<file path="src/hw/fpu_consts.svh">
// Single-precision constants; the queue depth must stay a power of two or above one entry
`ifndef FPU_CONSTS_SVH
`define FPU_CONSTS_SVH

// Exponent bias of binary32
`define FP_BIAS 127

// Recurrence steps, 24 root bits plus guard and round
`define SQRT_ITERS 26

// Entries of the operand queue
`define OPQ_DEPTH 4

// Quiet NaN returned for invalid or NaN inputs
`define FP_CANON_NAN 32'h7fc00000

`endif

</file>
<file path="src/hw/fpuPkg.sv">
// Shared FPU types; the class encoding assumes RISC-V fclass grouping, with rounding codes 5-7 reserved
package fpuPkg;

        // One-hot operand class, most significant group first as in fclass
        typedef struct packed {
                logic qNan;
                logic sNan;
                logic inf;
                logic normal;
                logic subnormal;
                logic zero;
        } fpClass_t;

        // RISC-V static rounding mode encodings
        typedef enum logic [2:0] {
                RNE = 3'b000,
                RTZ = 3'b001,
                RDN = 3'b010,
                RUP = 3'b011,
                RMM = 3'b100
        } roundMode_t;

        // Operand after classification and normalization
        typedef struct packed {
                // Original IEEE word, kept for sign and special results
                logic [31:0]       raw;
                fpClass_t          cls;
                // Unbiased exponent, already lowered for subnormals
                logic signed [9:0] exp;
                // Significand with the leading one at bit 23
                logic [23:0]       sig;
                roundMode_t        rm;
        } unpackedOp_t;

endpackage

</file>
<file path="src/hw/fpRound.sv">
// Combinational rounder for a positive root only; RDN truncates and RUP rounds away from zero
`timescale 1ns/1ps

module fpRound import fpuPkg::*; (
        input  logic [25:0] root_i,
        input  logic        sticky_i,
        input  roundMode_t  rm_i,
        output logic [23:0] sig_o,
        output logic        carry_o,
        output logic        inexact_o
);

        logic        lsb;
        logic        guard;
        logic        rnd;
        logic        roundUp;
        logic [24:0] sum;

        // Bits below the kept 24
        assign lsb   = root_i[2];
        assign guard = root_i[1];
        assign rnd   = root_i[0];

        assign inexact_o = guard | rnd | sticky_i;

        always_comb begin
                case (rm_i)
                        RTZ, RDN: roundUp = 1'b0;
                        RUP: roundUp = inexact_o;
                        // Ties away, guard alone decides
                        RMM: roundUp = guard;
                        // Nearest even, tie goes to an even lsb
                        default: roundUp = guard & (rnd | sticky_i | lsb);
                endcase
        end

        assign sum = {1'b0, root_i[25:2]} + 25'(roundUp);

        // All ones plus one, renormalize to 1.0
        assign carry_o = sum[24];
        assign sig_o   = carry_o ? sum[24:1] : sum[23:0];

endmodule

</file>
<file path="src/hw/fpUnpack.sv">
// Registers one request per strobe with no stall; reserved rounding codes are mapped to RNE
`timescale 1ns/1ps
`include "fpu_consts.svh"

module fpUnpack import fpuPkg::*; (
        input  logic        clk_i,
        input  logic        rst_i,
        input  logic        valid_i,
        input  logic [31:0] operand_i,
        input  roundMode_t  rm_i,
        output logic        opValid_o,
        output unpackedOp_t op_o
);

        logic [7:0]        expField;
        logic [22:0]       fracField;
        logic              expZero;
        logic              expOnes;
        logic              fracZero;
        fpClass_t          cls;
        logic [4:0]        lzCount;
        logic signed [9:0] unbiasedExp;
        logic [23:0]       normSig;
        roundMode_t        rmLegal;

        // Split the IEEE fields
        assign expField  = operand_i[30:23];
        assign fracField = operand_i[22:0];
        assign expZero   = (expField == 8'h00);
        assign expOnes   = (expField == 8'hff);
        assign fracZero  = (fracField == 23'd0);

        // Class decode, exactly one bit set
        always_comb begin
                cls           = '0;
                cls.zero      = expZero & fracZero;
                cls.subnormal = expZero & ~fracZero;
                cls.inf       = expOnes & fracZero;
                // Quiet bit is the top fraction bit
                cls.qNan      = expOnes & ~fracZero & fracField[22];
                cls.sNan      = expOnes & ~fracZero & ~fracField[22];
                cls.normal    = ~expZero & ~expOnes;
        end

        // Leading zeros of the fraction, the lowest set bit is overwritten by higher ones
        always_comb begin
                lzCount = 5'd0;
                for (int i = 0; i < 23; i++) begin
                        if (fracField[i]) begin
                                lzCount = 5'(22 - i);
                        end
                end
        end

        // Normalize subnormals so the leading one lands on bit 23
        always_comb begin
                if (expZero) begin
                        normSig     = {1'b0, fracField} << (lzCount + 5'd1);
                        // Value is frac * 2^-149, giving -127 minus the shift excess
                        unbiasedExp = -10'(`FP_BIAS) - $signed({5'd0, lzCount});
                end else begin
                        normSig     = {1'b1, fracField};
                        unbiasedExp = $signed({2'b00, expField}) - 10'(`FP_BIAS);
                end
        end

        // Reserved codes fall back to round-to-nearest-even
        always_comb begin
                case (rm_i)
                        RNE, RTZ, RDN, RUP, RMM: rmLegal = rm_i;
                        default: rmLegal = RNE;
                endcase
        end

        always_ff @(posedge clk_i) begin
                if (rst_i) begin
                        opValid_o <= 1'b0;
                end else begin
                        opValid_o <= valid_i;
                end
        end

        // Payload only loads with a request
        always_ff @(posedge clk_i) begin
                if (valid_i) begin
                        op_o.raw <= operand_i;
                        op_o.cls <= cls;
                        op_o.exp <= unbiasedExp;
                        op_o.sig <= normSig;
                        op_o.rm  <= rmLegal;
                end
        end

endmodule

</file>
<file path="src/hw/opFifo.sv">
// Operand queue without back-pressure; a push into a full queue is lost and flagged a cycle later
`timescale 1ns/1ps
`include "fpu_consts.svh"

module opFifo import fpuPkg::*; (
        input  logic        clk_i,
        input  logic        rst_i,
        input  logic        push_i,
        input  logic        pop_i,
        input  unpackedOp_t data_i,
        output unpackedOp_t data_o,
        output logic        notEmpty_o,
        output logic        overflow_o
);

        localparam int ptrWidth = (`OPQ_DEPTH > 1) ? $clog2(`OPQ_DEPTH) : 1;
        localparam logic [ptrWidth-1:0] lastIdx = ptrWidth'(`OPQ_DEPTH - 1);

        unpackedOp_t         mem [`OPQ_DEPTH];
        logic [ptrWidth-1:0] rdPtr;
        logic [ptrWidth-1:0] wrPtr;
        logic [ptrWidth:0]   count;
        logic                full;
        logic                doPush;
        logic                doPop;

        assign full       = (count == (ptrWidth + 1)'(`OPQ_DEPTH));
        assign notEmpty_o = (count != '0);

        // Pop only counts with data present
        assign doPop  = pop_i & notEmpty_o;
        // A pop in the same cycle frees the slot for a push on a full queue
        assign doPush = push_i & (~full | doPop);

        // Head entry, read straight from storage
        assign data_o = mem[rdPtr];

        always_ff @(posedge clk_i) begin
                if (doPush) begin
                        mem[wrPtr] <= data_i;
                end
        end

        // Pointers wrap at the last entry
        always_ff @(posedge clk_i) begin
                if (rst_i) begin
                        rdPtr      <= '0;
                        wrPtr      <= '0;
                        count      <= '0;
                        overflow_o <= 1'b0;
                end else begin
                        if (doPush) begin
                                wrPtr <= (wrPtr == lastIdx) ? '0 : wrPtr + 1'b1;
                        end
                        if (doPop) begin
                                rdPtr <= (rdPtr == lastIdx) ? '0 : rdPtr + 1'b1;
                        end
                        // Occupancy only moves on an unbalanced push or pop
                        if (doPush && !doPop) begin
                                count <= count + 1'b1;
                        end else if (doPop && !doPush) begin
                                count <= count - 1'b1;
                        end
                        // Dropped request
                        overflow_o <= push_i & ~doPush;
                end
        end

endmodule

</file>
<file path="src/hw/fpSqrtCore.sv">
// One operation at a time; inputs must be normalized so the root is always a normal number
`timescale 1ns/1ps
`include "fpu_consts.svh"

module fpSqrtCore import fpuPkg::*; (
        input  logic        clk_i,
        input  logic        rst_i,
        input  logic        notEmpty_i,
        input  unpackedOp_t op_i,
        output logic        pop_o,
        output logic        done_o,
        output logic [31:0] result_o,
        output logic        nv_o,
        output logic        nx_o
);

        typedef enum logic [2:0] {sIdle, sSpec, sIter, sRound, sDone} state_t;

        state_t            state;
        logic [4:0]        iterCnt;
        // Remaining radicand bits, consumed two per step
        logic [25:0]       radicand;
        logic [27:0]       rem;
        logic [25:0]       root;
        logic [29:0]       acc;
        logic [29:0]       trial;
        logic [27:0]       remNext;
        logic [25:0]       rootNext;
        logic [25:0]       startRad;
        logic signed [9:0] rootExp;
        logic signed [9:0] biasedExp;
        roundMode_t        rmReg;
        logic              capSpecial;
        logic              capNv;
        logic [31:0]       capRes;
        logic              isSpecial;
        logic              nvReg;
        logic [31:0]       specRes;
        logic [23:0]       sigRnd;
        logic              carryRnd;
        logic              nxRnd;
        logic [23:0]       sigReg;
        logic              carryReg;
        logic              nxReg;

        // Take the head whenever idle
        assign pop_o = (state == sIdle) & notEmpty_i;

        // Special cases decided from the class of the head
        always_comb begin
                capSpecial = 1'b1;
                capNv      = 1'b0;
                capRes     = `FP_CANON_NAN;
                if (op_i.cls.qNan | op_i.cls.sNan) begin
                        capNv = op_i.cls.sNan;
                end else if (op_i.cls.zero) begin
                        // Signed zero passes through
                        capRes = op_i.raw;
                end else if (op_i.raw[31]) begin
                        capNv = 1'b1;
                end else if (op_i.cls.inf) begin
                        capRes = op_i.raw;
                end else begin
                        capSpecial = 1'b0;
                end
        end

        // Odd exponent keeps the significand doubled, even halves it back
        // Both place the root leading one at bit 25
        assign startRad = op_i.exp[0] ? {op_i.sig, 2'b00} : {1'b0, op_i.sig, 1'b0};

        // One restoring step
        assign acc   = {rem, radicand[25:24]};
        assign trial = acc - {2'b00, root, 2'b01};

        always_comb begin
                if (!trial[29]) begin
                        remNext  = trial[27:0];
                        rootNext = {root[24:0], 1'b1};
                end else begin
                        remNext  = acc[27:0];
                        rootNext = {root[24:0], 1'b0};
                end
        end

        // Sticky from whatever remainder is left
        fpRound i_round (
                .root_i    (root),
                .sticky_i  (|rem),
                .rm_i      (rmReg),
                .sig_o     (sigRnd),
                .carry_o   (carryRnd),
                .inexact_o (nxRnd)
        );

        always_ff @(posedge clk_i) begin
                if (rst_i) begin
                        state   <= sIdle;
                        iterCnt <= '0;
                end else begin
                        case (state)
                                sIdle: begin
                                        iterCnt <= '0;
                                        if (pop_o) begin
                                                state <= capSpecial ? sSpec : sIter;
                                        end
                                end
                                // Special result waits one cycle to line up with done
                                sSpec: state <= sDone;
                                sIter: begin
                                        iterCnt <= iterCnt + 5'd1;
                                        if (iterCnt == 5'(`SQRT_ITERS - 1)) begin
                                                state <= sRound;
                                        end
                                end
                                sRound: state <= sDone;
                                default: state <= sIdle;
                        endcase
                end
        end

        // Datapath registers
        always_ff @(posedge clk_i) begin
                if (pop_o) begin
                        isSpecial <= capSpecial;
                        nvReg     <= capNv;
                        specRes   <= capRes;
                        // Floor of half the exponent
                        rootExp   <= $signed(op_i.exp) >>> 1;
                        rmReg     <= op_i.rm;
                        radicand  <= startRad;
                        rem       <= '0;
                        root      <= '0;
                end else if (state == sIter) begin
                        radicand <= {radicand[23:0], 2'b00};
                        rem      <= remNext;
                        root     <= rootNext;
                end
                if (state == sRound) begin
                        sigReg   <= sigRnd;
                        carryReg <= carryRnd;
                        nxReg    <= nxRnd;
                end
        end

        // Assembly, carry bumps the exponent
        assign biasedExp = rootExp + 10'(`FP_BIAS) + $signed({9'd0, carryReg});

        assign done_o   = (state == sDone);
        assign result_o = isSpecial ? specRes : {1'b0, biasedExp[7:0], sigReg[22:0]};
        assign nv_o     = done_o & nvReg;
        // Special results are always exact
        assign nx_o     = done_o & ~isSpecial & nxReg;

endmodule

</file>
<file path="src/hw/fpSqrtUnit.sv">
// FSQRT.S unit without back-pressure; results leave in order, requests beyond the queue are dropped
`timescale 1ns/1ps

module fpSqrtUnit import fpuPkg::*; (
        input  logic        clk_i,
        input  logic        rst_i,
        input  logic        valid_i,
        input  logic [31:0] operand_i,
        input  logic [2:0]  rm_i,
        output logic        done_o,
        output logic        nv_o,
        output logic        nx_o,
        output logic        overflow_o,
        output logic [31:0] result_o
);

        logic        opValid;
        unpackedOp_t op;
        unpackedOp_t head;
        logic        notEmpty;
        logic        pop;

        // Producer, one registered stage
        fpUnpack i_unpack (
                .clk_i     (clk_i),
                .rst_i     (rst_i),
                .valid_i   (valid_i),
                .operand_i (operand_i),
                .rm_i      (roundMode_t'(rm_i)),
                .opValid_o (opValid),
                .op_o      (op)
        );

        // Buffer between producer and core
        opFifo i_fifo (
                .clk_i      (clk_i),
                .rst_i      (rst_i),
                .push_i     (opValid),
                .pop_i      (pop),
                .data_i     (op),
                .data_o     (head),
                .notEmpty_o (notEmpty),
                .overflow_o (overflow_o)
        );

        // Consumer
        fpSqrtCore i_core (
                .clk_i      (clk_i),
                .rst_i      (rst_i),
                .notEmpty_i (notEmpty),
                .op_i       (head),
                .pop_o      (pop),
                .done_o     (done_o),
                .result_o   (result_o),
                .nv_o       (nv_o),
                .nx_o       (nx_o)
        );

endmodule

</file>
<file path="config.mk">
export PLATFORM = sky130hd
export DESIGN_NAME = fpSqrtUnit
export DESIGN_NICKNAME = d
export VERILOG_FILES = /design/src/hw/fpuPkg.sv /design/src/hw/fpRound.sv /design/src/hw/fpUnpack.sv /design/src/hw/opFifo.sv /design/src/hw/fpSqrtCore.sv /design/src/hw/fpSqrtUnit.sv
export VERILOG_INCLUDE_DIRS = /design/src /design/src/hw
export SDC_FILE = /design/constraint.sdc
export NUM_CORES = 1
export LEC_CHECK = 0
export ABC_CLOCK_PERIOD_IN_PS = 7400
export BUFFER_PORTS_ARGS = -buffer_cell sky130_fd_sc_hd__buf_2
export CORE_MARGIN = 2
export CORE_UTILIZATION = 50
export CTS_CLUSTER_SIZE = 12
export DETAILED_ROUTE_END_ITERATION = 10
export PLACE_DENSITY = 0.66
export SKIP_CTS_REPAIR_TIMING = 1
export SYNTH_ARGS = -nofsm -noshare
export SYNTH_HDL_FRONTEND = slang
export SYNTH_SLANG_ARGS = --single-unit
export TNS_END_PERCENT = 30
</file>
<file path="constraint.sdc">
create_clock -name clk_i -period 7.4 [get_ports clk_i]
set_input_delay 0 -clock clk_i [delete_from_list [all_inputs] [get_ports clk_i]]
set_output_delay 0 -clock clk_i [all_outputs]
set_load 0.005 [all_outputs]
</file>
==> impl_metrics.yaml <==
sta:
  setup_tns_ns: 0
  maxClockFrequency_mhz: 249.6
  final_max_slew_viol_count: 0
  period_needed_ns: 4.006
  max_slew.worst_pin.slew_ns: 1.094
  grt_setup_unrepaired: "false"
  hold_violations: 0
  fin_skew_ns: 0.02564
  setup_viol: 0
  min_period_over_period_pct: 54.13
  relSlewSlack_pct: 27.05
worst_setup_path:
  worstPathArrival_ns: 4.44
  rr_worst_depth: 15
  critical_path.top_delay_family: "compound AO/OA/AOI/OAI gates"
  r2r_end: "i_core.sigReg[0]"
  slowest_stage: "o21a_1"
  critical_path_class: "primary input to flip-flop"
  critPathMaxStageDelay_ns: 0.78
  end_kind: "flip-flop"
  crit_buf_inv: 2
  worstPathMaxFanout: 25
  path_cells: "dlygate4sd3_1, buf_2, and2b_2, nor3_2, a311oi_2, o21a_1, ha_1, xor2_4, mux4_2, nor4_2, a21oi_1, o211ai_1"
  start_kind: "primary input"
  r2r_setup_slack_ns: 3.64
  cp.required_ns: 7.83
  r2r-start: "i_core.rem[27]"
grt:
  grt_pass1_vias: 13680
  antenna_found_initial: 7
  grt.total_usage_pct: 21.14
  gr-total-overflow: 0
  grt_max_degree: 91
  top_usage_layer: "met2"
  grt_use_met3_pct: 2.974
  grt_first_pass_wirelength_um: 79850
  grt.met1_usage_pct: 29.56
  grt_use_met2_pct: 34.27
power_and_ir_drop:
  p_per_area_nw_per_um2: 366.4
  power_uw: 9727
  leakagePower_uw: 0.009219
  peakVddDrop_mv: 0.9792
clocking:
  clkSinkCount: 528
  cts_buffers: 55
  path_clk_slew_ns: 0.06
  htree_levels: 2
  clockBufferDepth: 3
  worstSkewPairLatency_ns: 0.61
  cts_tree: "built"
  cts-root-buf: "clkbuf_16"
routing:
  first_pass_iters: 5
  routed_wirelength_um: 52420
  ant_nets: 0
  drc_errors: 0
  drtIter0Drc: 1223
  detail_route.vias_per_cell: 5.850
  wl_per_cell_um: 21.63
  vias: 14180
die:
  ios: 74
  core-area_um2: 46560
  dieHeight_um: 221.3
  die_area_um2: 48990
  fp.dieW_um: 221.3
  rows: 79
  start_util_pct: 50.73
finish:
  multiInputGateArea_um2: 7876
  regArea_um2: 15130
  layout-drive-gt1-share_pct: 17.36
  nNetsFinal: 1861
  area_growth_pct: 12.41
  nFillCells: 3661
synthesis:
  synth.avg_cell_area_um2: 14.13
  synth.area.top_cells: "edfxtp_1 (58%), mux4_2 (7.4%), dfxtp_1 (6.2%)"
  synth_nets: 1754
  ys_ff_latch: 528
  ys_seq_area_share_pct: 64.04
  yosysMostFrequentCell: "edfxtp_1"
  async_flop_share_pct: 0
  yosys-top-cells-count: "edfxtp_1 (455), nand2_1 (127), o21ai_0 (102)"
  synth_top_area_share_pct: 57.85
  dominantRegCellSynth: "edfxtp_1"
  yosys.area.top_type: "edfxtp_1"
  synthCells: 1671
  synth_edf_count: 455
  ys_warn_count: 0
  synth.distinct_cells: 82
  syn_area_um2: 23620
placement:
  port_buffers: 73
  gp_congestion: 0.9162
  dp_hpwl_um: 34610
flow_run:
  maxCapViolations: 0
worst_hold_path:
  whs_path_depth: 2
  worstHoldPathType: "primary input to flip-flop"
  whs_endpoint: "i_unpack.op_o[74]"
  hp-start: "operand_i[31]"
status:
  status: "finished clean"
[area by class of cell]
class                   count  area share, %
inverters                  58         0.8201
clock buffers              72          5.585
clock inverters            21         0.7305
diodes                      2        0.01885
flip-flops and latches    528          57.00
repair buffers            129          3.318
well taps                 607          2.861
multi-input cells        1006          29.67
[registers in the layout (all words and copies together) (netlist names), named ones only]
register            cells
i_core.root            26
i_core.rem             28
i_fifo.overflow_o       1
i_core.state            3
i_core.carryReg         1
i_fifo.wrPtr            2
i_core.specRes         32
i_fifo.mem            288
i_core.rmReg            3
i_core.nxReg            1
i_core.radicand        25
i_fifo.count            3
i_core.sigReg          23
i_core.isSpecial        1
i_fifo.rdPtr            2
i_core.rootExp          8
i_unpack.opValid_o      1
i_core.iterCnt          5
i_unpack.op_o          72
i_core.nvReg            1
[cell usage in the layout (no fill, tap or decap), types with 7 or more instances in the layout]
cell,count
o211ai_1,11
mux2i_1,68
nor2_1,93
o22ai_1,7
o21ai_0,102
nand2_1,126
xor2_1,20
buf_2,72
nand3_1,69
clkbuf_1,15
a211oi_1,10
nor4_1,12
dfxtp_1,71
nand4_1,10
a21o_1,9
edfxtp_1,455
or2_2,14
o21a_1,9
xnor2_1,40
and3_1,7
a21oi_1,40
nor2b_1,31
ha_1,44
clkbuf_16,57
clkinv_1,9
mux2_2,29
and2_1,7
o21ai_1,22
inv_1,57
nor3_1,28
mux4_2,78
dlygate4sd3_1,37
buf_4,20
a31oi_1,8
[metrics by stage]
step | hold slack (ns) | worst slack (ns) | cells | area [um2] | util [%]
6_report | 0.1399 | 3.394 | 2423 | 26550 | 57.02
5_1_grt | 0.1391 | 3.174 | 2422 | 26550 | 57.02
2_1_floorplan | 0.09887 | 3.788 | 1671 | 23620 | -
4_1_cts | -0.4284 | 3.660 | 2384 | 26170 | 56.22
3_5_place_dp | 0.1958 | 3.372 | 2291 | 24500 | 52.62
3_3_place_gp | 0.1914 | 3.433 | 2291 | 24500 | 52.62
[where the power goes]
group	switching [uW]	leakage, uW	internal [uW]	total [uW]
clock network	1100	0.000814	1500	2610
logic	1780	0.00361	1430	3200
registers	221	0.00480	3690	3920
total	3100	0.00922	6630	9730
[worst max-delay path by stage]
stage | to | slack (ns) | cells past startpoint | start
after CTS | i_core.sigReg[0] | 3.66 | 15 | i_core.rem[27]
after global placement | i_unpack.op_o[23] | 3.43 | 10 | operand_i[14]
after global routing | i_unpack.op_o[15] | 3.17 | 11 | operand_i[22]
after floorplan | i_core.radicand[10] | 3.79 | 8 | i_core.state[2]
after detailed placement | i_unpack.op_o[23] | 3.37 | 10 | operand_i[14]
final | i_unpack.op_o[23] | 3.39 | 12 | operand_i[22]
[kinds of logic after synthesis]
logic type	count (synthesis)	synth area share [%]
mux	176	11.76
compound gates	282	7.566
xor+xnor	63	2.527
buf+inv	137	2.665
simple gates	440	9.023
flops	528	64.04
fa+ha+maj	45	2.416
[metal layers]
metal	part of all wire (%)	vias up
li1	-	6591
met2	48	398
met3	5.1	94
met1	44	7092
met4	2.7	0
met5	0	-
(Power assumes the default switching activity.)
